--- src/verilog/hazardPkg.sv ---
`default_nettype none

package hazardPkg;

    // Op[15:11] Rs[10:8] Rt[7:5] Rd[4:2]
    typedef logic [15:0] instrT;
    typedef logic [2:0]  regIdxT;
    typedef logic [15:0] addrT;     // Memory address, immediate and base data

    // {exToExRs, memToExRs, exToExRt, memToExRt}
    typedef logic [3:0]  fwdT;

    localparam int FwdExToExRs  = 3;
    localparam int FwdMemToExRs = 2;
    localparam int FwdExToExRt  = 1;
    localparam int FwdMemToExRt = 0;

    // Opcode classes, ? bits are don't care in casez items
    localparam logic [4:0] OpNop    = 5'b00001;
    localparam logic [4:0] OpJ      = 5'b00100;
    localparam logic [4:0] OpJal    = 5'b00101;
    localparam logic [4:0] OpJr     = 5'b00111;
    localparam logic [4:0] OpAddi   = 5'b010??;  // Writes Rt
    localparam logic [4:0] OpBranch = 5'b011??;
    localparam logic [4:0] OpStore  = 5'b10000;  // Memory access, no write
    localparam logic [4:0] OpLoad   = 5'b10001;  // Writes Rt
    localparam logic [4:0] OpAlu    = 5'b11???;  // Writes Rd

    // JAL return address lands here
    localparam regIdxT LinkReg = 3'd7;

    localparam int DefQueueDepth = 4;

endpackage

`default_nettype wire

--- src/verilog/issueQueue.sv ---
`timescale 1ns/1ps
`default_nettype none

module issueQueue #(
    parameter int QueueDepth = hazardPkg::DefQueueDepth
) (
    input  wire                   clk,
    input  wire                   arstN,
    input  wire                   instrValid,
    input  wire hazardPkg::instrT instr,
    input  wire hazardPkg::addrT  imm,
    input  wire hazardPkg::addrT  baseData,
    input  wire                   issue,
    output logic                  headValid,
    output hazardPkg::instrT      headInstr,
    output hazardPkg::addrT       headImm,
    output hazardPkg::addrT       headBase,
    output logic                  creditReturn
);
    import hazardPkg::*;

    localparam int PtrW = (QueueDepth > 1) ? $clog2(QueueDepth) : 1;
    localparam int CntW = $clog2(QueueDepth + 1);

    instrT instrMem [QueueDepth];
    addrT  immMem   [QueueDepth];
    addrT  baseMem  [QueueDepth];

    logic [PtrW-1:0] wrPtr;
    logic [PtrW-1:0] rdPtr;
    logic [CntW-1:0] count;
    logic            push;
    logic            pop;

    // Wraps at any depth, not only powers of two
    function automatic logic [PtrW-1:0] nextPtr(input logic [PtrW-1:0] ptr);
        if (ptr == PtrW'(QueueDepth - 1)) begin
            return '0;
        end
        return ptr + 1'b1;
    endfunction

    assign push = instrValid;          // Fetch only sends while holding a credit
    assign pop  = issue & headValid;

    always_ff @(posedge clk) begin
        if (push) begin
            instrMem[wrPtr] <= instr;
            immMem[wrPtr]   <= imm;
            baseMem[wrPtr]  <= baseData;
        end
    end

    always_ff @(posedge clk or negedge arstN) begin
        if (!arstN) begin
            wrPtr <= '0;
            rdPtr <= '0;
            count <= '0;
        end else begin
            if (push) wrPtr <= nextPtr(wrPtr);
            if (pop) rdPtr <= nextPtr(rdPtr);
            case ({push, pop})
                2'b10:   count <= count + 1'b1;
                2'b01:   count <= count - 1'b1;
                default: count <= count;       // Idle, or push and pop together
            endcase
        end
    end

    assign headValid    = (count != '0);
    assign headInstr    = instrMem[rdPtr];
    assign headImm      = immMem[rdPtr];
    assign headBase     = baseMem[rdPtr];
    assign creditReturn = pop;         // One credit back per issued word

endmodule

`default_nettype wire

--- src/verilog/instrDecode.sv ---
`timescale 1ns/1ps
`default_nettype none

module instrDecode (
    input  wire hazardPkg::instrT headInstr,
    input  wire hazardPkg::addrT  headImm,
    input  wire hazardPkg::addrT  headBase,
    output hazardPkg::regIdxT     srcRs,
    output hazardPkg::regIdxT     srcRt,
    output logic                  useRs,
    output logic                  useRt,
    output hazardPkg::regIdxT     dstIdx,
    output logic                  writesReg,
    output logic                  memEn,
    output hazardPkg::addrT       memAddr,
    output logic                  isJump
);
    import hazardPkg::*;

    logic [4:0] opcode;
    regIdxT     rdField;

    assign opcode  = headInstr[15:11];
    assign srcRs   = headInstr[10:8];
    assign srcRt   = headInstr[7:5];
    assign rdField = headInstr[4:2];

    // Effective address wraps at 16 bits
    assign memAddr = headBase + headImm;

    always_comb begin
        useRs     = 1'b0;
        useRt     = 1'b0;
        dstIdx    = srcRt;
        writesReg = 1'b0;
        memEn     = 1'b0;
        isJump    = 1'b0;
        casez (opcode)
            OpNop:    writesReg = 1'b0;    // Bubble word has nothing to track
            OpJ:      isJump    = 1'b1;
            OpJal: begin
                isJump    = 1'b1;
                writesReg = 1'b1;
                dstIdx    = LinkReg;
            end
            OpJr:     useRs = 1'b1;        // Target comes from Rs
            OpAddi: begin
                useRs     = 1'b1;
                writesReg = 1'b1;
            end
            OpBranch: useRs = 1'b1;
            OpStore: begin
                useRs = 1'b1;              // Base
                useRt = 1'b1;              // Store data
                memEn = 1'b1;
            end
            OpLoad: begin
                useRs     = 1'b1;
                writesReg = 1'b1;
                memEn     = 1'b1;
            end
            OpAlu: begin
                useRs     = 1'b1;
                useRt     = 1'b1;
                writesReg = 1'b1;
                dstIdx    = rdField;
            end
            default:  useRs = 1'b0;
        endcase
    end

endmodule

`default_nettype wire

--- src/verilog/stageTrack.sv ---
`timescale 1ns/1ps
`default_nettype none

module stageTrack #(
    parameter type TagT = hazardPkg::regIdxT
) (
    input  wire        clk,
    input  wire        arstN,
    input  wire        inValid,
    input  wire TagT   inTag,
    input  wire        flush,
    output logic [3:0] stageValid,   // Index 0 ID, 1 EX, 2 MEM, 3 WB
    output TagT  [3:0] stageTag
);

    // Valid bits carry the control state
    always_ff @(posedge clk or negedge arstN) begin
        if (!arstN) begin
            stageValid <= '0;
        end else begin
            stageValid[0]   <= inValid;
            // Taken branch kills the entry leaving ID
            stageValid[1]   <= stageValid[0] & ~flush;
            stageValid[3:2] <= stageValid[2:1];
        end
    end

    // Tags only matter while the matching valid bit is set
    always_ff @(posedge clk) begin
        stageTag[0]   <= inTag;
        stageTag[3:1] <= stageTag[2:0];
    end

endmodule

`default_nettype wire

--- src/verilog/hazardCheck.sv ---
`timescale 1ns/1ps
`default_nettype none

module hazardCheck (
    input  wire                          clk,
    input  wire                          arstN,
    input  wire                          headValid,
    input  wire hazardPkg::regIdxT       srcRs,
    input  wire hazardPkg::regIdxT       srcRt,
    input  wire                          useRs,
    input  wire                          useRt,
    input  wire                          memEn,
    input  wire hazardPkg::addrT         memAddr,
    input  wire                          isJump,
    input  wire                          branchTaken,
    input  wire [3:0]                    regValid,
    input  wire hazardPkg::regIdxT [3:0] regTag,
    input  wire [3:0]                    memValid,
    input  wire hazardPkg::addrT   [3:0] memTag,
    output logic                         issue,
    output logic                         nop,
    output hazardPkg::fwdT               forwards
);
    import hazardPkg::*;

    logic [3:0] stageLive;
    logic [3:0] rsHit;
    logic [3:0] rtHit;
    logic [3:0] memHit;
    logic       regHaz;
    logic       memHaz;
    logic       stall;
    logic       jumpBubble;    // Previous issue was J or JAL
    logic       exIsLoad;

    // ID entry is being flushed by a taken branch, so it cannot block
    assign stageLive = {3'b111, ~branchTaken};

    always_comb begin
        for (int s = 0; s < 4; s++) begin
            rsHit[s]  = useRs & regValid[s] & (regTag[s] == srcRs);
            rtHit[s]  = useRt & regValid[s] & (regTag[s] == srcRt);
            memHit[s] = memEn & memValid[s] & (memTag[s] == memAddr);
        end
    end

    assign regHaz = |((rsHit | rtHit) & stageLive);   // Register RAW
    assign memHaz = |(memHit & stageLive);            // Same address in flight
    assign stall  = regHaz | memHaz;

    assign issue = headValid & ~stall & ~jumpBubble;
    assign nop   = headValid & ~issue;

    // One bubble after every jump that actually issues
    always_ff @(posedge clk or negedge arstN) begin
        if (!arstN) begin
            jumpBubble <= 1'b0;
        end else begin
            jumpBubble <= issue & isJump;
        end
    end

    // Load in EX has both a register and a memory entry
    assign exIsLoad = regValid[1] & memValid[1];

    // Informational only, stall above does not look at these
    always_comb begin
        forwards                = '0;
        forwards[FwdExToExRs]  = headValid & rsHit[0] & stageLive[0];
        forwards[FwdMemToExRs] = headValid & rsHit[1] & exIsLoad;
        forwards[FwdExToExRt]  = headValid & rtHit[0] & stageLive[0];
        forwards[FwdMemToExRt] = headValid & rtHit[1] & exIsLoad;
    end

endmodule

`default_nettype wire

--- src/verilog/hazardCtrlTop.sv ---
`timescale 1ns/1ps
`default_nettype none

module hazardCtrlTop #(
    parameter int QueueDepth = hazardPkg::DefQueueDepth
) (
    input  wire                   clk,
    input  wire                   arstN,
    input  wire                   instrValid,
    input  wire hazardPkg::instrT instr,
    input  wire hazardPkg::addrT  imm,
    input  wire hazardPkg::addrT  baseData,
    input  wire                   branchTaken,
    output logic                  creditReturn,
    output logic                  issueValid,
    output hazardPkg::instrT      issueInstr,
    output logic                  nop,
    output hazardPkg::fwdT        forwards
);
    import hazardPkg::*;

    logic           headValid;
    addrT           headImm;
    addrT           headBase;
    regIdxT         srcRs;
    regIdxT         srcRt;
    logic           useRs;
    logic           useRt;
    regIdxT         dstIdx;
    logic           writesReg;
    logic           memEn;
    addrT           memAddr;
    logic           isJump;
    logic   [3:0]   regValid;
    regIdxT [3:0]   regTag;
    logic   [3:0]   memValid;
    addrT   [3:0]   memTag;

    // Head word doubles as the issued word
    issueQueue #(.QueueDepth(QueueDepth)) uQueue (
        .clk(clk), .arstN(arstN),
        .instrValid(instrValid), .instr(instr), .imm(imm), .baseData(baseData),
        .issue(issueValid),
        .headValid(headValid), .headInstr(issueInstr),
        .headImm(headImm), .headBase(headBase),
        .creditReturn(creditReturn)
    );

    instrDecode uDecode (
        .headInstr(issueInstr), .headImm(headImm), .headBase(headBase),
        .srcRs(srcRs), .srcRt(srcRt), .useRs(useRs), .useRt(useRt),
        .dstIdx(dstIdx), .writesReg(writesReg),
        .memEn(memEn), .memAddr(memAddr), .isJump(isJump)
    );

    stageTrack #(.TagT(regIdxT)) uRegTrack (    // Destination registers
        .clk(clk), .arstN(arstN),
        .inValid(issueValid & writesReg), .inTag(dstIdx), .flush(branchTaken),
        .stageValid(regValid), .stageTag(regTag)
    );

    stageTrack #(.TagT(addrT)) uMemTrack (      // Memory addresses
        .clk(clk), .arstN(arstN),
        .inValid(issueValid & memEn), .inTag(memAddr), .flush(branchTaken),
        .stageValid(memValid), .stageTag(memTag)
    );

    hazardCheck uCheck (
        .clk(clk), .arstN(arstN), .headValid(headValid),
        .srcRs(srcRs), .srcRt(srcRt), .useRs(useRs), .useRt(useRt),
        .memEn(memEn), .memAddr(memAddr), .isJump(isJump),
        .branchTaken(branchTaken),
        .regValid(regValid), .regTag(regTag),
        .memValid(memValid), .memTag(memTag),
        .issue(issueValid), .nop(nop), .forwards(forwards)
    );

endmodule

`default_nettype wire

--- config.mk ---
export PLATFORM = sky130hd
export DESIGN_NAME = hazardCtrlTop
export DESIGN_NICKNAME = d
export VERILOG_FILES = /design/src/verilog/hazardPkg.sv /design/src/verilog/issueQueue.sv /design/src/verilog/instrDecode.sv /design/src/verilog/stageTrack.sv /design/src/verilog/hazardCheck.sv /design/src/verilog/hazardCtrlTop.sv
export SDC_FILE = /design/constraint.sdc
export NUM_CORES = 1
export LEC_CHECK = 0
export CAP_MARGIN = 20
export CORE_ASPECT_RATIO = 1.5
export CORE_UTILIZATION = 55
export DETAILED_ROUTE_END_ITERATION = 6
export DONT_BUFFER_PORTS = 1
export PLACE_DENSITY = 0.68
export SLEW_MARGIN = 30
export SYNTH_ARGS = -nofsm -noshare
export SYNTH_HDL_FRONTEND = slang
export SYNTH_HIERARCHICAL = 1
export SYNTH_SLANG_ARGS = --single-unit
--- constraint.sdc ---
create_clock -name clk -period 8.25 [get_ports clk]
set_input_delay 1.65 -clock clk [delete_from_list [all_inputs] [get_ports clk]]
set_output_delay 1.65 -clock clk [all_outputs]
set_load 0.02 [all_outputs]
# Yosys cells after proc, flatten, opt, wreduce, memory -nomap -nowiden
# Memories as Yosys holds them, arrays and structs flattened.
# Cells that the tools add are included.
totals:
  ram_bits: 192
  n_memories: 3
  in_bits: 52
  reg_bits: 92
  output_inout_bits: 23
  wordCells: 122
classes:
  n_reduce_logical: 9
  eq_ne: 24
  addsub: 5
  muxes: 17
  n_bitwise: 50
memory_table:
  columns: ["memory", "depth", "word_bits", "read_ports", "rd_ports_with_merged_regs", "wr", "line_no", "rtl"]
  rows:
  - ["uQueue.baseMem", 4, 16, 1, 0, 1, "issueQueue.sv:27", "addrT baseMem [QueueDepth];"]
  - ["uQueue.immMem", 4, 16, 1, 0, 1, "issueQueue.sv:26", "addrT immMem [QueueDepth];"]
  - ["uQueue.instrMem", 4, 16, 1, 0, 1, "issueQueue.sv:25", "instrT instrMem [QueueDepth];"]
ops:
  columns: ["cell", "n"]
  rows:
  - ["equality test 16 bit", 4]
  - ["bitwise AND 1 bit", 42]
  - ["equality test 3 bit", 8]
  - ["adder 16 bit", 1]
  - ["equality test 5 x 3 -> 1 bit, second input constant", 3]
  - ["one-hot mux 3 bit (2 select lines)", 2]
  - ["OR reduction 4 bit", 3]
  - ["2-to-1 mux 1 bit", 11]
  - ["equality test 5 bit, second input constant", 2]
  - ["bitwise AND 4 bit", 2]
  - ["equality test 2 bit, second input constant", 4]
  - ["2-to-1 mux 2 bit", 4]
  - ["equality test 3 x 2 -> 1 bit, second input constant", 2]
  - ["OR reduction 2 bit", 3]
  - ["OR reduction 6 bit", 1]
  - ["adder 2 x 1 -> 2 bit, second input constant", 2]
  - ["inverter 1 bit", 4]
  - ["bitwise OR 4 bit", 1]
  - ["adder 3 x 1 -> 3 bit, second input constant", 1]
  - ["nonzero test 3 bit", 1]
  - ["subtractor 3 x 1 -> 3 bit, second input constant", 1]
  - ["equality test 2 x 1 -> 1 bit, second input constant", 1]
  - ["nonzero test 2 bit", 1]
  - ["bitwise OR 1 bit", 1]

# Depth between registers and ports, before layout
# An unclocked memory read counts as a cell.
depth:
  word_depth: 16
  mapped_depth: 24
  ltp_nobuf: 21

# Hierarchy
# The synthesis kept the hierarchy.
modules_own_cells:
  columns: ["mod", "area_per_inst_um2", "cells_each", "n_inst"]
  rows:
  - ["issueQueue", 7409.6, 291, 1]
  - ["stageTrack (uMemTrack)", 1395.1, 69, 1]
  - ["hazardCheck", 1149.9, 148, 1]
  - ["instrDecode", 909.6, 125, 1]
  - ["stageTrack (uRegTrack)", 354.1, 17, 1]
  - ["hazardCtrlTop", 12.5, 2, 1]

# Worst setup path before layout
# OpenSTA, ideal clock, no wires.
synth_timing:
  kind: "register to output"
  from: "register uQueue.rdPtr[0]"
  to: "output port creditReturn"
  arrival_ns: 4.367
  n_path_buf: 2
  path_stages_with_launch: 18
  setup_slack_ns: 2.233
  required_time_ns: 6.600
  path_cell_list: "dfrtp_1 -> buf_6 -> buf_12 -> mux4_2 -> ha_1 -> fa_1 -> a21o_1 -> a221oi_4 -> o21ai_2 -> a211oi_2 -> xnor2_1 -> xnor2_1 -> nand4_1 -> nor4_1 -> a22o_1 -> nor3_1 -> nand2_2 -> inv_1"
synth_between:
  elab_cells_between_ends: 62
synth_lines:
  columns: ["item", "line_no", "rtl"]
  rows:
  - ["from (decl)", "issueQueue.sv:30", "logic [PtrW-1:0] rdPtr;"]
  - ["from (signal assigned)", "issueQueue.sv:61", "if (pop) rdPtr <= nextPtr(rdPtr);"]
  - ["memory (4 x 16 bit) (*)", null, null]
  - ["net headImm[0]", "hazardCtrlTop.sv:23", "addrT headImm;"]
  - ["adder 16 bit (*)", "instrDecode.sv:29", "assign memAddr = headBase + headImm;"]
  - ["net memAddr[14]", "hazardCtrlTop.sv:32", "addrT memAddr;"]
  - ["equality test 16 bit", "hazardCheck.sv:43", "memHit[s] = memEn & memValid[s] & (memTag[s] == memAddr);"]
  - ["bitwise AND 1 bit", "hazardCheck.sv:43", null]
  - ["bitwise AND 4 bit (*)", "hazardCheck.sv:48", "assign memHaz = |(memHit & stageLive);"]
  - ["OR reduction 4 bit (*)", "hazardCheck.sv:48", null]
  - ["bitwise OR 1 bit (*)", "hazardCheck.sv:49", "assign stall = regHaz | memHaz;"]
  - ["inverter 1 bit (*)", "hazardCheck.sv:51", "assign issue = headValid & ~stall & ~jumpBubble;"]
  - ["bitwise AND 1 bit (*) (2 in a row)", "hazardCheck.sv:51", null]
  - ["net issueValid", "hazardCtrlTop.sv:15", "output logic issueValid,"]
  - ["bitwise AND 1 bit (*)", "issueQueue.sv:44", "assign pop = issue & headValid;"]
  - ["to (decl)", "hazardCtrlTop.sv:14", "output logic creditReturn,"]
# Mark *: on every way through the listed nets, which the timed path passes. The rest lies on a longest branch.

# Final worst setup path
# Same ends and word-level chain as after synthesis.

==> results.sh <==
export IMPL_synthCells=652
export IMPL_cts_buffers=26
export IMPL_drive_gt1_frac=0.163
export IMPL_synth_seq_cells=284
export IMPL_hp_class="register to register"
export IMPL_io_pins=75
export IMPL_ys_async_sr_fraction=0.0563
export IMPL_crit_start="uQueue/rdPtr[0]"
export IMPL_nets=735
export IMPL_finalSetupViolCount=0
export IMPL_unrepaired_setup_endpoints_after_global_routing="false"
export IMPL_worst_r2r_startpoint="uQueue/rdPtr[0]"
export IMPL_synth_top_area_cells="sky130_fd_sc_hd__edfxtp_1 51%, sky130_fd_sc_hd__dfxtp_1 14%, sky130_fd_sc_hd__mux4_2 9.6%, sky130_fd_sc_hd__xnor2_1 5.7%, sky130_fd_sc_hd__dfrtp_1 3.6%"
export IMPL_core_area_um2=19900
export IMPL_antenna_found_initial=0
export IMPL_number_of_synthesized_flops_with_an_enable_pin=192
export IMPL_routed_wl_um=20500
export IMPL_finalClockSkew_ps=11.4
export IMPL_number_of_design_rule_violations_left_after_detail_routing=0
export IMPL_grt_util_all_layers=0.202
export IMPL_slew_headroom=0.453
export IMPL_cts_resized_gates=0
export IMPL_post_cts_buffers=0
export IMPL_antenna_diode_count=0
export IMPL_synth_avg_cell_area_um2=17.2
export IMPL_slew_viol_final=0
export IMPL_ant_nets=0
export IMPL_grt_pass1_wl_um=32100
export IMPL_tritoncts_clock_tree="built"
export IMPL_ff2ff_setup_slack_ps=2130
export IMPL_dp_final_hpwl_um=13500
export IMPL_vias=5436
export IMPL_grt_overflow_total=0
export IMPL_cts_root_to_sink_buffers=3
export IMPL_layout_worst_path_cycle_share=0.885
export IMPL_tritoncts_num_sinks=284
export IMPL_clock_latency_ps=530
export IMPL_worst_setup_path_end_kind="primary output"
export IMPL_achievable_frequency_mhz=137
export IMPL_reg2regPathDepth=19
export IMPL_worstSetupEndpoint="creditReturn"
export IMPL_post_syn_area_um2=11200
export IMPL_grt_pass1_vias=5991
export IMPL_max_slew_worst_pin_slew_ps=816
export IMPL_yosys_most_used_dff="sky130_fd_sc_hd__edfxtp_1"
export IMPL_rows=63
export IMPL_hold_buffers=0
export IMPL_synth_lib_cells_used_distinct=58
export IMPL_synthToLayoutAreaGrowth_pct=8.75
export IMPL_r2r_end="uQueue/count[1]"
export IMPL_die_height_um=177
export IMPL_fill_cells=1472
export IMPL_post_drt_via_cell_ratio=5.79
export IMPL_status="finished clean"
export IMPL_synth_most_common_cell="sky130_fd_sc_hd__edfxtp_1"
export IMPL_wire_per_inst_um=21.8
export IMPL_dieArea_um2=21000
export IMPL_synth_yosys_warnings=6
export IMPL_drt_first_pass_iters=4
export IMPL_critical_path_peak_fanout=33
export IMPL_globalplace_congestion=0.907
export IMPL_buffers_on_ports=0
export IMPL_clock_tree_root_buffer_cell="sky130_fd_sc_hd__clkbuf_16"
export IMPL_period_needed_ps=7300
export IMPL_final_hold_violation_count=0
export IMPL_crit_path_start_kind="register"
export IMPL_yosysTopAreaCell="sky130_fd_sc_hd__edfxtp_1"
export IMPL_initial_core_util=0.565
export IMPL_ys_seq_area_frac=0.684
export IMPL_cap_violations=0
export IMPL_synth_top_area_frac=0.513
export IMPL_die_x_um=119
export IMPL_grt_max_degree=49
export IMPL_mappedNetlistNets=727
export IMPL_clk_pin_slew_worst_paths_ps=60
export IMPL_criticalPathCategory="register to primary output"
export IMPL_arrival_ps=5650
export IMPL_cts_max_level=1
export IMPL_synth_top_cells_by_count="192 x sky130_fd_sc_hd__edfxtp_1, 76 x sky130_fd_sc_hd__dfxtp_1, 73 x sky130_fd_sc_hd__xnor2_1"
export IMPL_drt_iter0_markers=342
export IMPL_setup_tns_final_ps=0
export IMPL_crit_required_ps=6600
==> cell families (layout without fill, tap and decap cells) <==
family                   after synthesis  count (layout)  share of synthesized area
XOR/XNOR                             105             105                     0.0819
flip-flops                           284             284                      0.684
buffers and inverters                 36              63                     0.0227
adder cells (fa/ha/maj)               23              23                     0.0270
AO/OA/AOI/OAI                         49              49                     0.0313
AND/OR/NAND/NOR                      105             105                     0.0544
multiplexers                          50              50                     0.0983
==> layout make-up <==
type                    count  area (um^2)  area share
flip-flops and latches    284         7690       0.630
multi-input cells         332         3290       0.270
clock buffers              32          694      0.0569
well taps                 260          325      0.0266
clock inverters            15          121     0.00994
repair buffers              7         52.6     0.00430
inverters                   9         33.8     0.00277
==> per-layer routing <==
| layer | share of wire | GRT usage | up-vias |
|---|---|---|---|
| li1 | - | - | 2499 |
| met1 | 0.39 | 0.237 | 2762 |
| met2 | 0.52 | 0.362 | 122 |
| met3 | 0.048 | 0.0403 | 53 |
| met4 | 0.034 | 0.0844 | 0 |
| met5 | 0 | 0 | - |
==> placed cells by master (no fill, tap or decap), types with 13 or more instances in the layout <==
| master | synthesis | final |
|---|---|---|
| sky130_fd_sc_hd__nand2_1 | 21 | 21 |
| sky130_fd_sc_hd__xor2_1 | 32 | 32 |
| sky130_fd_sc_hd__dfrtp_1 | 16 | 14 |
| sky130_fd_sc_hd__ha_1 | 21 | 21 |
| sky130_fd_sc_hd__clkbuf_16 | 0 | 27 |
| sky130_fd_sc_hd__xnor2_1 | 73 | 73 |
| sky130_fd_sc_hd__nand4_1 | 17 | 17 |
| sky130_fd_sc_hd__mux4_2 | 48 | 48 |
| sky130_fd_sc_hd__edfxtp_1 | 192 | 192 |
| sky130_fd_sc_hd__dfxtp_1 | 76 | 76 |
| sky130_fd_sc_hd__a21oi_1 | 13 | 13 |
| sky130_fd_sc_hd__nand3_1 | 15 | 15 |
==> per-stage QoR <==
| step | worst slack, ps | area, um^2 | utilization | hold WS [ps] | std cells |
|---|---|---|---|---|---|
| 3_3_place_gp | 1570 | 11400 | 0.574 | 352 | 892 |
| 6_report | 947 | 12200 | 0.615 | 358 | 939 |
| 4_1_cts | 914 | 12200 | 0.615 | 352 | 939 |
| 5_1_grt | 511 | 12200 | 0.615 | 367 | 939 |
| 3_5_place_dp | 1550 | 11400 | 0.574 | 353 | 892 |
| 2_1_floorplan | 2230 | 11200 | - | 348 | 652 |
==> worst min-delay path by stage <==
stage                       startpoint                      end  slack, ps  cells past startpoint
2_1_floorplan  uRegTrack/stageValid[2]  uRegTrack/stageValid[3]        350                      0
3_3_place_gp    uMemTrack/stageTag[22]   uMemTrack/stageTag[38]        350                      0
3_5_place_dp    uMemTrack/stageTag[25]   uMemTrack/stageTag[41]        350                      0
4_1_cts         uMemTrack/stageTag[28]   uMemTrack/stageTag[44]        350                      0
5_1_grt         uMemTrack/stageTag[13]   uMemTrack/stageTag[29]        370                      0
6_report        uMemTrack/stageTag[46]   uMemTrack/stageTag[62]        360                      0
==> state kept, by name, summed over array words and instances (netlist names) <==
signal and count:
uMemTrack/stageTag 64, uQueue/rdPtr 2, uRegTrack/stageTag 12, uQueue/count 3, uMemTrack/stageValid 4, uRegTrack/stageValid 4
uCheck/jumpBubble 1, uQueue/immMem 64, uQueue/baseMem 64, uQueue/wrPtr 2, uQueue/instrMem 64
==> worst max-delay path, cell delays in order (launching register included) <==
cell                       delay (ps)
sky130_fd_sc_hd__dfrtp_4          830
sky130_fd_sc_hd__mux4_2           640
sky130_fd_sc_hd__ha_1             340
sky130_fd_sc_hd__a211oi_1         290
sky130_fd_sc_hd__o21ai_0          200
sky130_fd_sc_hd__a21boi_0         360
sky130_fd_sc_hd__nand2_1          110
sky130_fd_sc_hd__xor2_1           580
sky130_fd_sc_hd__xor2_1           180
sky130_fd_sc_hd__nor4_1           530
sky130_fd_sc_hd__nand2_1          130
sky130_fd_sc_hd__o32ai_1          390
sky130_fd_sc_hd__nor3_1            90
sky130_fd_sc_hd__buf_4            190
sky130_fd_sc_hd__nand2_2           90
sky130_fd_sc_hd__inv_1            120
Power is not shown: default switching activity piles up to over one toggle a cycle in this logic, so the estimate is an artifact.
